### src/logic/video_pkg.sv
// Video timing, CPU bus and line-buffer write types shared across the sprite engine
`default_nettype none

package video_pkg;

    typedef struct packed {
        logic       hinit;
        logic       lhbl;
        logic       lvbl;
        logic [7:0] vrender;
        logic [8:0] hdump;
    } vid_timing_t;

    typedef struct packed {
        logic [9:0] addr;
        logic [7:0] wdata;
        logic       cs_lo;
        logic       cs_hi;
        logic       rnw;
    } cpu_bus_t;

    typedef struct packed {
        logic       we;
        logic [7:0] addr;
        logic [3:0] data;
    } buf_wr_t;

endpackage

`default_nettype wire

### src/logic/obj_line_buffer.sv
// Double line buffer, one half is drawn while the other is shown and erased
`default_nettype none
`timescale 1ns/1ns

module obj_line_buffer
    import video_pkg::*;
(
    input  logic        clk,
    input  logic        rst,
    input  vid_timing_t timing,
    input  logic        pxl_cen,
    input  buf_wr_t     wr,
    output logic [3:0]  pxl
);

    logic            half;
    logic [3:0]      mem [0:1][0:255];
    logic [1:0]      half_we;
    logic [1:0][7:0] half_addr;
    logic [1:0][3:0] half_data;
    logic            rd_clr;

    assign rd_clr = pxl_cen & timing.lhbl;

    // half is the side being drawn, the other side goes to the screen
    always_ff @(posedge clk or posedge rst) begin
        if (rst) begin
            half <= 1'b0;
        end else if (timing.hinit) begin
            half <= ~half;
        end
    end

    // One write port per half, shared by drawing and erasing
    always_comb begin
        for (int b = 0; b < 2; b++) begin
            if (1'(b) == half) begin
                half_we[b]   = wr.we && wr.data != 4'd0;
                half_addr[b] = wr.addr;
                half_data[b] = wr.data;
            end else begin
                half_we[b]   = rd_clr;
                half_addr[b] = timing.hdump[7:0];
                half_data[b] = 4'd0;
            end
        end
    end

    always_ff @(posedge clk) begin
        for (int b = 0; b < 2; b++) begin
            if (half_we[b]) begin
                mem[b][half_addr[b]] <= half_data[b];
            end
        end
        // Old value is read out on the same edge that clears it
        pxl <= mem[~half][timing.hdump[7:0]];
    end

endmodule

`default_nettype wire

### config.mk
export PLATFORM = sky130hd
export DESIGN_NAME = obj_line_buffer
export DESIGN_NICKNAME = d
export VERILOG_FILES = /design/src/logic/video_pkg.sv /design/src/logic/obj_line_buffer.sv
export SDC_FILE = /design/constraint.sdc
export NUM_CORES = 2
export LEC_CHECK = 0
export ABC_CLOCK_PERIOD_IN_PS = 29400
export BUFFER_PORTS_ARGS = -buffer_cell sky130_fd_sc_hd__buf_2
export CAP_MARGIN = 20
export CORE_ASPECT_RATIO = 2
export CORE_MARGIN = 2
export CORE_UTILIZATION = 59
export DETAILED_ROUTE_END_ITERATION = 8
export PLACE_DENSITY = 0.75
export SLEW_MARGIN = 20
export SYNTH_ARGS = -nofsm -noshare
export SYNTH_HDL_FRONTEND = slang
export SYNTH_SLANG_ARGS = --single-unit
export TNS_END_PERCENT = 5
### constraint.sdc
create_clock -name clk -period 29.4 [get_ports clk]
set_clock_uncertainty 0.05 [all_clocks]
set_input_delay 5.88 -clock clk [delete_from_list [all_inputs] [get_ports clk]]
set_output_delay 5.88 -clock clk [all_outputs]
set_load 0.1 [all_outputs]
==> impl_metrics.ini <==
[outcome]
status = complete, no violations

[min_path]
min_path_type = reg2reg
worstHoldStart = half$_DFFE_PP0P_
whs_path_depth = 1
hold_end = half$_DFFE_PP0P_

[synthesis]
synth_edf_count = 2048
synthCells = 4144
syn_nets = 4180
synthAdderAreaFrac = 0
yosys_warnings = 0
synth-main-ff-cell = edfxtp_1
synth_xor_area_frac = 0.000107
ys_seq_area_frac = 0.752
ys_seq_elements = 2053
synthSimpleGateAreaFrac = 0.0423
synth_compound_area_frac = 0.0245
synthArstFlopShare = 0.000487
syn_area_mm2 = 0.0819
synthMuxAreaShare = 0.162
yosysUniqueCellTypes = 72
synth_top_family_by_area = multiplexers
avgSynthCellArea_um2 = 19.8

[clocking]
cts-resized-gates = 0
clock_path_buffers = 4
clk_latency_ns = 0.86
cts_num_sinks = 2053
cts_tree = built
cts_inserted_buffers = 173
clock-root-buffer = clkbuf_16
postCtsHoldBufs = 0
cts_setup_buffers = 0
cts_max_level = 4
clk_pin_slew_ns = 0.07

[placed_design]
dp_hpwl_um = 145000
port_buffers = 29
gp_congestion = 0.950
placed_area_mm2 = 0.0838

[floorplanning]
dieArea_mm2 = 0.142
die_h_um = 531
rows = 193
die_w_um = 267
start_util = 0.593
core_mm2 = 0.138
io-pin-count = 40

[drt]
ant_nets = 0
post-route-drc-count = 0
wl_um = 238000
drtPass1Iterations = 8
drt_iter0_drc = 6555
routedWlPerCell_um = 38.5
vias = 43512
drt-vias-per-instance = 7.03

[sta]
slew_headroom = 0.126
fin_crit_ns = 9.77
finalMaxSlewViolations = 0
worstMarginPinSlew_ns = 1.31
min_period_over_period = 0.332
finalSetupViolations = 0
rsz0062_at_grt = no
fmax_mhz = 102
fin_tns_setup_ns = 0
hold_viol = 0

[critical_path]
r2r_end = pxl[3]$_DFF_P_
crit_arrival_ns = 10.19
crit_path_start_kind = input pin
path_max_fanout = 30
ff2ff_setup_slack_ns = 23.92
r2r-start = half$_DFFE_PP0P_
r2r_cells = 11
crit_type = in2reg
required_ns = 29.83
end_kind = flip-flop

[cells_and_area]
area_growth_pct = 8.86
fin_nets = 4231
final_area_mm2 = 0.0892
num-fill-cells = 9069
drive_gt1_frac = 0.215

[global_routing]
grt_pass1_vias = 44376
grt.total_usage = 0.342
antenna_found_initial = 13
grt-ovfl-total = 0
grt_max_degree = 196
grt_pass1_wl_um = 333000

[pwr]
p_leak_nw = 27.5
p_per_area_mw_per_mm2 = 80.8
vdd_drop_max_mv = 0.0752

[run]
maxCapViolCount = 0
==> worst max-delay path by stage <==
stage                             to  slack, ns  startpoint
2_1_floorplan    mem[0][0]$_DFFE_PP_      15.87       wr[0]
3_5_place_dp   mem[0][649]$_DFFE_PP_      19.07   timing[2]
6_report       mem[1][598]$_DFFE_PP_      19.63   timing[2]
3_3_place_gp          pxl[1]$_DFF_P_      19.09   timing[0]
5_1_grt               pxl[1]$_DFF_P_      19.60   timing[0]
4_1_cts               pxl[1]$_DFF_P_      19.87   timing[0]
==> stage by stage <==
stage	utilization	total power, W	hold WS, ns	cells	setup WS (ns)
floorplan	-	0.00461	0.844	4144	15.87
global placement	0.606	0.00499	0.960	5871	19.09
detailed placement	0.606	0.00501	0.969	5871	19.07
CTS	0.645	0.00719	0.987	6175	19.87
global route	0.645	0.00735	0.988	6177	19.60
finish	0.645	0.00720	0.959	6190	19.63
==> power breakdown <==
group	internal, W	total [W]	switching, W
registers	0.00346	0.00348	0.0000183
logic	0.000513	0.00150	0.000986
clock network	0.00121	0.00223	0.00101
total	0.00519	0.00720	0.00202
==> synthesized netlist by cell type, types with 11 or more instances <==
master / count / area share
mux4_2: 486 / 0.13
buf_6: 40 / 0.0055
nand3_1: 56 / 0.0034
nor2b_1: 17 / 0.0013
a211oi_1: 18 / 0.0017
buf_4: 20 / 0.0018
nor2_1: 569 / 0.026
clkbuf_1: 87 / 0.0040
a31oi_1: 13 / 0.00099
buf_1: 14 / 0.00064
nand2_1: 137 / 0.0063
a21oi_1: 30 / 0.0018
a22oi_1: 43 / 0.0039
edfxtp_1: 2048 / 0.75
nand2b_1: 11 / 0.00084
nor3_1: 20 / 0.0012
buf_2: 74 / 0.0045
mux2_2: 48 / 0.0066
a221oi_1: 14 / 0.0015
o21ai_0: 40 / 0.0024
o22ai_1: 33 / 0.0025
mux2i_1: 164 / 0.020
o221ai_1: 13 / 0.0014
==> worst max-delay path: stages <==
cell	delay, ns
buf_2	0.30
buf_4	0.42
inv_6	0.52
nand2_1	0.91
o21ai_2	0.66
nand2_1	0.75
nor2_1	0.68
==> layout by cell type, fill, tap and decap left out, types with 14 or more instances in the layout <==
master     Yosys  layout
diode_2        0      14
mux4_2       486     486
a22oi_1       43      43
mux2i_1      164     163
nand2_1      137     132
a21oi_1       30      29
clkinv_1       2      40
mux2_2        48      48
buf_4         20      85
nor2_1       569     567
clkbuf_16      0     176
clkbuf_1      87      41
a211oi_1      18      18
a221oi_1      14      14
o22ai_1       33      33
clkinv_2       0      22
o21ai_0       40      40
edfxtp_1    2048    2048
buf_2         74      27
nor3_1        20      20
nand3_1       56      53
==> cell type report <==
class / count / area, um^2 / share of cell area
flip-flops and latches: 2053 / 61600 / 0.691
multi-input cells: 1832 / 18800 / 0.211
clock buffers: 217 / 4560 / 0.0511
well taps: 1852 / 2320 / 0.0260
repair buffers: 123 / 991 / 0.0111
clock inverters: 87 / 762 / 0.00855
inverters: 12 / 51.3 / 0.000575
diodes: 14 / 35.0 / 0.000393
==> flip-flops by register name (all words and copies together) (netlist names) <==
name,cells
mem,2048
pxl,4
half,1
==> per-layer routing <==
metal	track usage	routed length, um	vias to the layer above
met2	0.555	117000	3248
met4	0.288	25000	6
met1	0.385	70700	22342
li1	-	-	16962
met5	0	41	-
met3	0.0769	25500	954
==> cells by family (layout without fill, tap and decap cells) <==
logic type             count (synthesis)  after routing
other                                  0             14
multiplexers                         702            702
AO/OA/AOI/OAI                        280            280
buffers and inverters                259            439
XOR/XNOR                               1              1
flip-flops                          2053           2053
AND/OR/NAND/NOR                      849            849
Power figures use the tool's default switching activity.
