[config.mk]
export PLATFORM = sky130hd
export DESIGN_NAME = obj_scan
export DESIGN_NICKNAME = d
export VERILOG_FILES = /design/src/logic/obj_pkg.sv /design/src/logic/video_pkg.sv /design/src/logic/obj_scan.sv
export SDC_FILE = /design/constraint.sdc
export NUM_CORES = 1
export LEC_CHECK = 0
export ABC_CLOCK_PERIOD_IN_PS = 2800
export BUFFER_PORTS_ARGS = -buffer_cell sky130_fd_sc_hd__buf_2
export CAP_MARGIN = 20
export CORE_AREA = 8 8 70 72
export CTS_BUF_LIST = sky130_fd_sc_hd__clkbuf_16
export CTS_CLUSTER_DIAMETER = 30
export DETAILED_ROUTE_END_ITERATION = 16
export DIE_AREA = 0 0 78 80
export GPL_TIMING_DRIVEN = 1
export PLACE_DENSITY_LB_ADDON = 0.1
export SLEW_MARGIN = 0
export SYNTH_ARGS = -nofsm -noshare
export SYNTH_HDL_FRONTEND = slang
export SYNTH_SLANG_ARGS = --single-unit
export TNS_END_PERCENT = 1
[constraint.sdc]
create_clock -name clk -period 2.8 [get_ports clk]
set_input_delay 0.56 -clock clk [delete_from_list [all_inputs] [get_ports clk]]
set_output_delay 0.56 -clock clk [all_outputs]
set_load 0.02 [all_outputs]
[src/logic/obj_pkg.sv]
// Sprite engine constants, draw request and FSM state types, imported by scanner and draw engine
`default_nettype none

package obj_pkg;

    // Sprite table and board geometry
    localparam int OBJ_COUNT      = 24;
    localparam int OBJ_HEIGHT     = 16;
    localparam int OBJ_X_OFFSET   = 6;
    localparam int OBJ_HFLIP_SPAN = 15;

    typedef enum logic [1:0] {
        SCAN_IDLE,
        SCAN_POS_ATTR,
        SCAN_CODE_Y,
        SCAN_WAIT
    } obj_scan_state_t;

    typedef enum logic [1:0] {
        DRAW_IDLE,
        DRAW_REQ,
        DRAW_SHIFT,
        DRAW_DONE
    } obj_draw_state_t;

    // One sprite row handed from the scanner to the draw engine
    typedef struct packed {
        logic [7:0] code;
        logic [3:0] row;
        logic [7:0] xpos;
        logic [3:0] pal;
        logic       hflip;
        logic       vflip;
    } obj_draw_req_t;

endpackage

`default_nettype wire

[src/logic/video_pkg.sv]
// Video timing, CPU bus and line-buffer write types shared across the sprite engine
`default_nettype none

package video_pkg;

    typedef struct packed {
        logic       hinit;
        logic       lhbl;
        logic       lvbl;
        logic [7:0] vrender;
        logic [8:0] hdump;
    } vid_timing_t;

    typedef struct packed {
        logic [9:0] addr;
        logic [7:0] wdata;
        logic       cs_lo;
        logic       cs_hi;
        logic       rnw;
    } cpu_bus_t;

    typedef struct packed {
        logic       we;
        logic [7:0] addr;
        logic [3:0] data;
    } buf_wr_t;

endpackage

`default_nettype wire

[src/logic/obj_scan.sv]
// Sprite table scanner, picks the sprites on the next line and starts the draw engine
`default_nettype none
`timescale 1ns/1ns

module obj_scan
    import obj_pkg::*, video_pkg::*;
(
    input  logic          clk,
    input  logic          rst,
    input  logic          cen2,
    input  vid_timing_t   timing,
    input  logic [7:0]    hi_q,
    input  logic [7:0]    lo_q,
    output logic [5:0]    scan_addr,
    input  logic          draw_busy,
    output logic          draw_start,
    output obj_draw_req_t req
);

    obj_scan_state_t state;
    logic            hinit_x;
    logic [7:0]      ydiff;
    logic            in_zone;
    logic [3:0]      row;
    logic            last_entry;

    // Y is stored inverted in the lo bank
    assign ydiff      = timing.vrender - ~lo_q;
    assign in_zone    = ydiff < 8'(OBJ_HEIGHT);
    assign row        = (ydiff[3:0] - 4'd1) ^ {4{req.vflip}};
    assign last_entry = scan_addr[5:1] == 5'(OBJ_COUNT - 1);

    // Hold hinit until the next half-rate step sees it
    always_ff @(posedge clk or posedge rst) begin
        if (rst) begin
            hinit_x <= 1'b0;
        end else if (timing.hinit) begin
            hinit_x <= 1'b1;
        end else if (cen2) begin
            hinit_x <= 1'b0;
        end
    end

    always_ff @(posedge clk or posedge rst) begin
        if (rst) begin
            state      <= SCAN_IDLE;
            scan_addr  <= '0;
            draw_start <= 1'b0;
        end else if (cen2) begin
            draw_start <= 1'b0;
            case (state)
                SCAN_IDLE: begin
                    if (hinit_x) begin
                        scan_addr <= '0;
                        state     <= SCAN_POS_ATTR;
                    end
                end
                // Entry stays parked here while a sprite is being drawn
                SCAN_POS_ATTR: begin
                    if (!draw_busy) begin
                        scan_addr <= scan_addr + 6'd1;
                        state     <= SCAN_CODE_Y;
                    end
                end
                SCAN_CODE_Y: begin
                    scan_addr  <= scan_addr + 6'd1;
                    draw_start <= in_zone;
                    state      <= last_entry ? SCAN_IDLE : SCAN_WAIT;
                end
                // Lets draw_busy rise before the next entry
                SCAN_WAIT: state <= SCAN_POS_ATTR;
                default:   state <= SCAN_IDLE;
            endcase
        end
    end

    // Request fields, filled over the two read steps
    always_ff @(posedge clk) begin
        if (cen2) begin
            if (state == SCAN_POS_ATTR && !draw_busy) begin
                req.xpos  <= hi_q;
                req.pal   <= lo_q[3:0];
                req.hflip <= lo_q[6];
                req.vflip <= lo_q[7];
            end
            if (state == SCAN_CODE_Y) begin
                req.code <= hi_q;
                req.row  <= row;
            end
        end
    end

endmodule

`default_nettype wire

==> run metrics <==
Layout area overhead=30.36%; clock-pin slew on the worst setup and hold paths=0.06 ns; fin crit share=between 70 and 80%; Total GRT Usage=~13%; worst slew pin tran=0.6879 ns; DR WL/cell=14.63 microns; first-pass GRT wire length=between 6 and 7 mm; # diodes=0; Fin. Hold Viols=0; clock latency on the worst-skew pair=between 0.2 and 0.3 ns; CP startpoint kind=primary input; Clock Path Buffers=2; Worst Hold Class=primary input to asynchronous set/reset pin; Ys Warns=0; WP buf/inv=3; Die ar.=between 6000 and 7000 sq um; number of remaining DRC errors=0; Crit path max-delay family=compound AO/OA/AOI/OAI gates; vias in the first global route=about 1,400; Antenna Nets Post-Route=0; Cell variety after synth=33; row count=23; Leak=1.012 nW; Filler cells=352; Peak VDD IR=around 0.30 mV; WS Path Type=primary input to flop; IO Port Bufs=just over 60; CTS tree=built; status=completed; crit path max fanout=3; Post-CTS Repair Setup Buffers=0; Finish-stage setup viols=0; Min Clock Period, post-route=2.032 ns; Syn Inst Count=around 130; most used cell, CP=inv_1; post-CTS sizing=0; fin. max-slew vios=0; grt ovf=0; hpwl dp=around 3 mm; Yosys reg bits=36; Synth Cell Area=1714 sq um; Hold-fix buffers, CTS=0; Die X-Extent=between 70 and 80 microns; root buf cell=clkbuf_16; hold_ws=0.2502 ns; Setup Skew=roughly 0.0058 ns; total negative setup slack=0 ns; slowest cell delay on critical path=0.42 ns; total number of vias=~1,300; Initial Util=between 40 and 50%; CP endpoint kind=flop; net count after synthesis=about 190; H-tree Lvls=2; RSZ-0062 raised after global routing=no; Mean Syn Cell Area=12.89 sq um; initial antenna violation count=0; Crit-path slowest cell=fa_1; crit path DAT=2.19 ns; core area=slightly below 4000 sq um; worst path required time=2.96 ns; CTS sink cnt=36; register-to-register setup slack=~0.93 ns; number of CTS-inserted buffers=5; crit path cell chain=buf_2, inv_1, ha_1, inv_1, fa_1, a211oi_1, o21bai_1, a21oi_1, xor2_1, a32o_1; die height=~80 microns; post-DR vias/cell=roughly 5.0; relative slew slack=a little over half; final RePlAce weighted congestion=0.7907; TritonRoute pass-1 iters=4; largest net degree at the start of global routing=14; initial detailed-routing violation count=74; Ports=between 70 and 80; WL final=~3.7 mm; fraction of final layout cells sized beyond drive strength 1=36.14%; Max Clk Rate=between 400 and 500 MHz; sequential-to-total area share from yosys stat=between 60 and 70%; Layout Nets=about 260; Tot Pwr=1.737 mW; Max Cap Viol=0; Pwr Density=between 700 and 800 nW/um^2
==> cell type report <==
class | count | area [sq um] | area share (%)
Multi-Input combinational cell | 88 | 654.4 | 29.28
Clock buffer | 5 | 125.1 | 5.599
Timing Repair Buffer | 62 | 312.8 | 14.00
Tap cell | 50 | 62.56 | 2.800
Clock inverter | 3 | 18.77 | 0.8399
Inverter | 8 | 30.03 | 1.344
Sequential cell | 36 | 1031 | 46.14
==> per-stage QoR <==
| step | instances | worst slack [ns] | util (%) | area (sq um) |
|---|---|---|---|---|
| finish | 252 | 0.7684 | 57.95 | 2235 |
| global route | 252 | 0.6780 | 57.95 | 2235 |
| CTS | 252 | 0.7538 | 57.95 | 2235 |
| detailed placement | 244 | 0.4721 | 54.22 | 2091 |
| global placement | 244 | 0.4888 | 54.22 | 2091 |
| floorplan | 133 | 0.6620 | - | 1714 |
==> flip-flops by register name (all words and copies together), names as in the netlist <==
signal / flops
req: 26
hinit_x: 1
state: 2
draw_start: 1
scan_addr: 6
==> cells in the mapped netlist <==
library cell | instances | area (sq um)
a211oi_1 | 1 | 7.510
a21o_1 | 4 | 30.03
a21oi_1 | 6 | 30.03
a22o_1 | 1 | 8.760
a31oi_2 | 1 | 12.51
a32o_1 | 1 | 10.01
and2_1 | 3 | 18.77
and3_1 | 1 | 6.260
and4b_1 | 1 | 10.01
clkbuf_1 | 1 | 3.750
dfrtp_1 | 10 | 250.2
edfxtp_1 | 26 | 780.8
fa_1 | 1 | 20.02
ha_1 | 13 | 162.7
inv_1 | 7 | 26.28
inv_2 | 1 | 3.750
nand2_1 | 8 | 30.03
nand2b_1 | 4 | 25.02
nand3_1 | 6 | 30.03
nand4_1 | 1 | 6.260
nand4b_1 | 1 | 8.760
nor2_1 | 5 | 18.77
nor2b_1 | 1 | 6.260
nor3_1 | 1 | 5.000
nor3b_1 | 2 | 15.01
o211ai_1 | 1 | 7.510
o21a_1 | 1 | 7.510
o21ai_0 | 1 | 5.000
o21ai_1 | 8 | 40.04
o21bai_1 | 1 | 7.510
o31ai_1 | 2 | 15.01
xnor2_1 | 7 | 61.31
xor2_1 | 5 | 43.79
==> per-layer routing <==
| layer | GRT usage, % | wire length [microns] | vias up | share of wire, % |
|---|---|---|---|---|
| met1 | 13.11 | 1431 | 593 | 39 |
| met2 | 22.89 | 1940 | 44 | 53 |
| met4 | 5.741 | 66 | 0 | 1.8 |
| li1 | - | - | 624 | - |
| met3 | 3.716 | 248 | 7 | 6.7 |
| met5 | 0 | 0 | - | 0 |
==> placed cells by master (no fill, tap or decap), types with 2 or more instances in the layout <==
master,count
edfxtp_1,26
and2_1,3
inv_1,7
nand2_1,8
buf_2,61
xnor2_1,7
o31ai_1,2
nand2b_1,4
dfrtp_1,10
nor2_1,5
o21ai_1,8
clkbuf_16,5
clkinv_2,2
a21o_1,4
a21oi_1,6
nand3_1,6
ha_1,13
xor2_1,5
==> power by group <==
group          internal (mW)  switching (mW)
Clock                  0.327           0.206
Sequential             0.661          0.0523
Combinational          0.188           0.303
==> worst register-to-register path: stages, from the launching register on <==
cell and delay [ns]:
dfrtp_1 0.41, inv_1 0.10, ha_1 0.19, nor3b_2 0.59, buf_4 0.29
==> final timing paths <==
| path | endpoint | start | cells past startpoint |
|---|---|---|---|
| max | draw_start | lo_q[0] | 10 |
| max in group asynchronous | state[1] | rst | 2 |
| max reg2reg | req[8] | state[1] | 4 |
| min in group clk | hinit_x | timing[19] | 2 |
| min reg2reg | hinit_x | hinit_x | 1 |
| min | scan_addr[2] | rst | 2 |
==> cells by family (layout without fill, tap and decap cells) <==
logic type	count (synthesis)	after routing	share of synthesized area [%]
XOR/XNOR	12	12	6.131
flip-flops	36	36	60.15
adder cells (fa/ha/maj)	14	14	10.66
buffers and inverters	9	78	1.971
AO/OA/AOI/OAI	28	28	10.58
AND/OR/NAND/NOR	34	34	10.51
Power figures use the tool's default switching activity.
