--- src/logic/obj_pkg.sv ---
// Sprite engine constants, draw request and FSM state types, imported by scanner and draw engine
`default_nettype none

package obj_pkg;

    // Sprite table and board geometry
    localparam int OBJ_COUNT      = 24;
    localparam int OBJ_HEIGHT     = 16;
    localparam int OBJ_X_OFFSET   = 6;
    localparam int OBJ_HFLIP_SPAN = 15;

    typedef enum logic [1:0] {
        SCAN_IDLE,
        SCAN_POS_ATTR,
        SCAN_CODE_Y,
        SCAN_WAIT
    } obj_scan_state_t;

    typedef enum logic [1:0] {
        DRAW_IDLE,
        DRAW_REQ,
        DRAW_SHIFT,
        DRAW_DONE
    } obj_draw_state_t;

    // One sprite row handed from the scanner to the draw engine
    typedef struct packed {
        logic [7:0] code;
        logic [3:0] row;
        logic [7:0] xpos;
        logic [3:0] pal;
        logic       hflip;
        logic       vflip;
    } obj_draw_req_t;

endpackage

`default_nettype wire

--- src/logic/video_pkg.sv ---
// Video timing, CPU bus and line-buffer write types shared across the sprite engine
`default_nettype none

package video_pkg;

    typedef struct packed {
        logic       hinit;
        logic       lhbl;
        logic       lvbl;
        logic [7:0] vrender;
        logic [8:0] hdump;
    } vid_timing_t;

    typedef struct packed {
        logic [9:0] addr;
        logic [7:0] wdata;
        logic       cs_lo;
        logic       cs_hi;
        logic       rnw;
    } cpu_bus_t;

    typedef struct packed {
        logic       we;
        logic [7:0] addr;
        logic [3:0] data;
    } buf_wr_t;

endpackage

`default_nettype wire

--- src/logic/obj_draw.sv ---
// Sprite draw engine, fetches ROM words and writes coloured pixels to the line buffer
`default_nettype none
`timescale 1ns/1ns

module obj_draw
    import obj_pkg::*, video_pkg::*;
(
    input  logic          clk,
    input  logic          rst,
    input  logic          cen2,
    input  logic          draw_start,
    input  obj_draw_req_t req,
    output logic          draw_busy,
    output logic [12:0]   rom_addr,
    output logic          rom_cs,
    input  logic [31:0]   rom_data,
    input  logic          rom_ok,
    input  logic [7:0]    prog_addr,
    input  logic [3:0]    prog_data,
    input  logic          prog_en,
    output buf_wr_t       wr
);

    obj_draw_state_t state;
    logic [2:0]      cnt;
    logic [31:0]     pxl_data;
    logic [7:0]      buf_a;
    logic [3:0]      prom [0:255];
    logic [3:0]      prom_q;
    logic            wr_we;
    logic [7:0]      wr_addr;
    logic            take_start;
    logic            word_ok;
    logic            shifting;

    // Undo the bit interleave of the graphics ROMs, pixel 0 ends up in the low nibble
    function automatic logic [31:0] unpack_word(input logic [31:0] d);
        logic [31:0] p;
        int          base;
        p = '0;
        for (int i = 0; i < 8; i++) begin
            base = (i / 4) * 16 + (i % 4);
            p[4 * i +: 4] = {d[base + 8], d[base + 12], d[base], d[base + 4]};
        end
        return p;
    endfunction

    assign take_start = state == DRAW_IDLE && draw_start;
    assign word_ok    = state == DRAW_REQ && rom_ok;
    assign shifting   = state == DRAW_SHIFT;

    always_ff @(posedge clk or posedge rst) begin
        if (rst) begin
            state     <= DRAW_IDLE;
            draw_busy <= 1'b0;
            rom_cs    <= 1'b0;
            cnt       <= '0;
            wr_we     <= 1'b0;
        end else if (cen2) begin
            case (state)
                DRAW_IDLE: begin
                    if (draw_start) begin
                        draw_busy <= 1'b1;
                        rom_cs    <= 1'b1;
                        state     <= DRAW_REQ;
                    end
                end
                // Wait as long as the ROM needs
                DRAW_REQ: begin
                    if (rom_ok) begin
                        rom_cs <= 1'b0;
                        cnt    <= '0;
                        state  <= DRAW_SHIFT;
                    end
                end
                DRAW_SHIFT: begin
                    cnt <= cnt + 3'd1;
                    if (cnt == 3'd7) begin
                        if (!rom_addr[0]) begin
                            rom_cs <= 1'b1;
                            state  <= DRAW_REQ;
                        end else begin
                            state <= DRAW_DONE;
                        end
                    end
                end
                // Last pixel is in the buffer by now
                DRAW_DONE: begin
                    draw_busy <= 1'b0;
                    state     <= DRAW_IDLE;
                end
                default: state <= DRAW_IDLE;
            endcase
            wr_we <= shifting && pxl_data[3:0] != 4'd0;
        end
    end

    always_ff @(posedge clk) begin
        if (cen2) begin
            if (take_start) begin
                rom_addr <= {req.code, req.row, 1'b0};
                buf_a    <= req.xpos + 8'(OBJ_X_OFFSET)
                            + (req.hflip ? 8'(OBJ_HFLIP_SPAN) : 8'd0);
            end
            if (word_ok) begin
                pxl_data <= unpack_word(rom_data);
            end
            if (shifting) begin
                pxl_data <= pxl_data >> 4;
                buf_a    <= req.hflip ? buf_a - 8'd1 : buf_a + 8'd1;
                wr_addr  <= buf_a;
                prom_q   <= prom[{req.pal, pxl_data[3:0]}];
                if (cnt == 3'd7) begin
                    rom_addr[0] <= 1'b1;
                end
            end
        end
    end

    // Colour PROM load port
    always_ff @(posedge clk) begin
        if (prog_en) begin
            prom[prog_addr] <= prog_data;
        end
    end

    assign wr = '{we: wr_we, addr: wr_addr, data: prom_q};

endmodule

`default_nettype wire

--- config.mk ---
export PLATFORM = sky130hd
export DESIGN_NAME = obj_draw
export DESIGN_NICKNAME = d
export VERILOG_FILES = /design/src/logic/obj_pkg.sv /design/src/logic/video_pkg.sv /design/src/logic/obj_draw.sv
export SDC_FILE = /design/constraint.sdc
export NUM_CORES = 1
export LEC_CHECK = 0
export ABC_AREA = 1
export BUFFER_PORTS_ARGS = -buffer_cell sky130_fd_sc_hd__buf_2
export CAP_MARGIN = 20
export CELL_PAD_IN_SITES_DETAIL_PLACEMENT = 0
export CELL_PAD_IN_SITES_GLOBAL_PLACEMENT = 1
export CORE_MARGIN = 4
export CORE_UTILIZATION = 50
export CTS_CLUSTER_SIZE = 25
export DETAILED_ROUTE_END_ITERATION = 10
export PLACE_DENSITY_LB_ADDON = 0.1
export SLEW_MARGIN = 20
export SYNTH_ARGS = -nofsm -noshare
export SYNTH_HDL_FRONTEND = slang
export SYNTH_SLANG_ARGS = --single-unit
--- constraint.sdc ---
create_clock -name clk -period 2.49 [get_ports clk]
set_input_delay 0.498 -clock clk [delete_from_list [all_inputs] [get_ports clk]]
set_output_delay 0.498 -clock clk [all_outputs]
set_load 0.01 [all_outputs]
==> results.md <==
* Die ar. at 98480 µm²
* GRT Resource Usage Total at 25.16%
* WL/cell at 21.52 µm
* Hold slack at 0.06989 ns
* Row cnt at 111
* CTS tree: done
* Max Root-Sink Buffers at 3
* # IOs at roughly 100
* Antenna fix cells at 0
* WS Path Type: flop to flop
* Tot Pwr at 49.87 mW
* Vias per std cell at between 5 and 6
* Port-buffer cells at 102
* Worst vdd ir at slightly above 0.0008 V
* FF+latch count, synth at 1097
* Clk_skew at between 0.015 and 0.02 ns
* Pre-CTS WS at -0.2648 ns
* Layout net count at roughly 4600
* Critical Path AT at approximately 2.9 ns
* Htree depth at 3
* Top FF cell, synth: edfxtp_1
* Crit share post-route at a little over nine tenths
* Storage element area at roughly 33000 µm²
* Initial DRT Pass Iterations at 5
* Residual DRC at 0
* Finish-stage setup viols at 0
* ANT nets after route at 0
* Initial DRC count at 3007
* Sequential area share after synthesis at between 70 and 80%
* Min Tclk post-route at 2.417 ns
* Pin count of the biggest net entering global routing at 97
* Vias in the first global route at 30584
* Vias at approximately 32000
* Synthesized instance count at approximately 4400
* Power Density at about 920 nW/µm²
* Hold Fails Final Rpt at 0
* Multi-input logic area at between 10000 and 15000 µm²
* CP startpoint kind: flop
* Die Span X at roughly 310 µm
* R2r setup slk at around 0.073 ns
* Syn-to-layout area delta at 15.87%
* Share of post-route cells with drive strength above 1 at approximately 11%
* First-pass GRT wire length at about 190000 µm
* Asr flop ratio synth at less than 1%
* Core ar. at around 92000 µm²
* Worst-path clk slew at around 0.060 ns
* Root Buffer: clkbuf_16
* Tightest Pin Transition at a little under 0.7 ns
* Fillcell total at 7749
* Post-DP HPWL at approximately 79000 µm
* Hold Crit Class: input port to flop
* Worst slew margin at 53.63%
* Synth warn at 0
* Cts bufs inserted at around 110
* RSZ-0062 raised after global routing: true
* Pins Over Slew Limit at 0
* WP data required at between 2 and 3 ns
* RePlAce Congestion at 0.8594
* Clock Latency Late Sink at about 0.68 ns
* Fmax at about 410 MHz
* Final wirelength at around 130000 µm
* Max-cap violation count at 0
* Netlist cell types at 33
* Syn Nets at between 4000 and 5000
* Die height at ~310 µm
* Cell Area, Synth at 46760 µm²
* End-of-flow core utilization at 58.75%
* Synthesized area per cell at between 10 and 15 µm²
* Worst-path fanout max at 36
* Overflow left after global routing at 0
* Post-synth EDFFs at about 1100
* Status: finished, final reports clean
* Final setup margin at around 0.073 ns
* Crit path capture type: flop
* Leak at 20.45 nW
* CTS sink cnt at between 1000 and 1500
* Initial Util at between 50% and 60%
* Initial antenna violation count at 1
routing by layer:
layer  up-vias  GRT usage (%)  share of wire, %  routed length, µm
li1      15085              -                 -                  -
met1     15326          34.53                43              53890
met2       957          41.65                48              60370
met3       174          3.659               6.6               8411
met4         0          8.281               3.0               3826
met5         -              0                 0                  0
cells in the mapped netlist, drive strengths merged, types with 2 or more instances:
library cell  instances  share of area, %
xor2                  5             0.094
fa                    2             0.086
inv                 274               2.2
nor3                  2             0.021
o21ai               191               2.0
or2                   9              0.12
nand3               489               5.2
nand2              1190               9.6
and3                  9              0.12
a31oi                 2             0.027
buf                 135               1.7
a21oi                68              0.73
ha                   16              0.43
o22ai                 2             0.027
nor2                703               5.6
clkbuf              120              0.96
edfxtp             1089                70
o211ai               31              0.50
a22o                  3             0.056
dfrtp                 8              0.43
state kept, by name (all words and copies together), names as in the netlist, 2 cells and up:
name,count
wr_addr,8
rom_addr,13
cnt,3
pxl_data,32
buf_a,8
state,2
prom,1024
prom_q,4
power by group:
| part | internal, mW | switching (mW) |
|---|---|---|
| registers | 20.8 | 0.195 |
| logic | 4.18 | 8.03 |
| clock network | 9.73 | 6.90 |
area by class of cell:
| cell class | count | share of cell area (%) |
|---|---|---|
| Inverter | 275 | 1.977 |
| Tap cell | 1243 | 2.871 |
| Timing Repair Buffer | 328 | 6.148 |
| Clock buffer | 136 | 5.457 |
| Timing Repair inverter | 1 | 0.02078 |
| Sequential cell | 1097 | 60.73 |
| Clock inverter | 70 | 1.229 |
| Multi-Input combinational cell | 2727 | 21.57 |
worst max-delay path, cell delays in order (launching register included):
cell,delay (ns)
edfxtp_1,0.41
buf_12,0.21
clkinv_16,0.12
buf_12,0.17
buf_12,0.17
o21ai_1,0.17
nand3_1,0.10
nand3_1,0.19
nand2_1,0.09
nand3_1,0.14
nand3_1,0.11
nand3_2,0.16
nand2_1,0.07
path summary, 6_finish.rpt:
kind | from | endpoint | cells after the start
hold reg to reg | buf_a[6]$_DFFE_PP_ | wr_addr[6]$_DFFE_PP_ | 0
max in group asynchronous | rst | cnt[0]$_DFFE_PP0P_ | 3
setup / recovery | pxl_data[0]$_DFFE_PP_ | prom_q[0]$_DFFE_PP_ | 12
hold / removal | rom_data[18] | pxl_data[25]$_DFFE_PP_ | 3
min in group asynchronous | rst | state[0]$_DFFE_PP0P_ | 3
setup reg to reg | pxl_data[0]$_DFFE_PP_ | prom_q[0]$_DFFE_PP_ | 12
per-stage QoR:
stage	TNS, ns	instances	instance area, µm²
floorplan	0	4354	46760
global placement	-0.5480	5643	49960
detailed placement	-0.4694	5643	49960
CTS	0	5863	53730
global route	-0.007373	5877	54180
finish	0	5877	54180
logic make-up (layout without fill, tap and decap cells):
group | after synthesis | count (layout) | synth area share, %
flip-flops | 1097 | 1097 | 70.36
XOR/XNOR | 6 | 6 | 0.1124
adder cells (fa/ha/maj) | 18 | 18 | 0.5138
AND/OR/NAND/NOR | 2403 | 2403 | 20.71
AO/OA/AOI/OAI | 300 | 300 | 3.430
buffers and inverters | 530 | 810 | 4.875
cell usage in the layout (no fill, tap or decap), types with 22 or more instances in the layout:
cell type     n
a21oi_1      68
clkinv_2     22
nor2_1      695
nand2_1    1186
buf_12       60
nand3_1     477
inv_1       271
clkbuf_16   123
buf_4       131
buf_2        98
clkinv_1     28
edfxtp_1   1089
o21ai_0     178
o211ai_1     31
what timing repair did:
item / 4_1_cts / 5_1_grt
hold endpoints to repair: 21 / 0
gates resized for setup: 0 / 47
buffers inserted: 0 / 5
hold buffers: 14 / 0
endpoints found under the setup margin: 0 / 4
(Power assumes the default switching activity.)
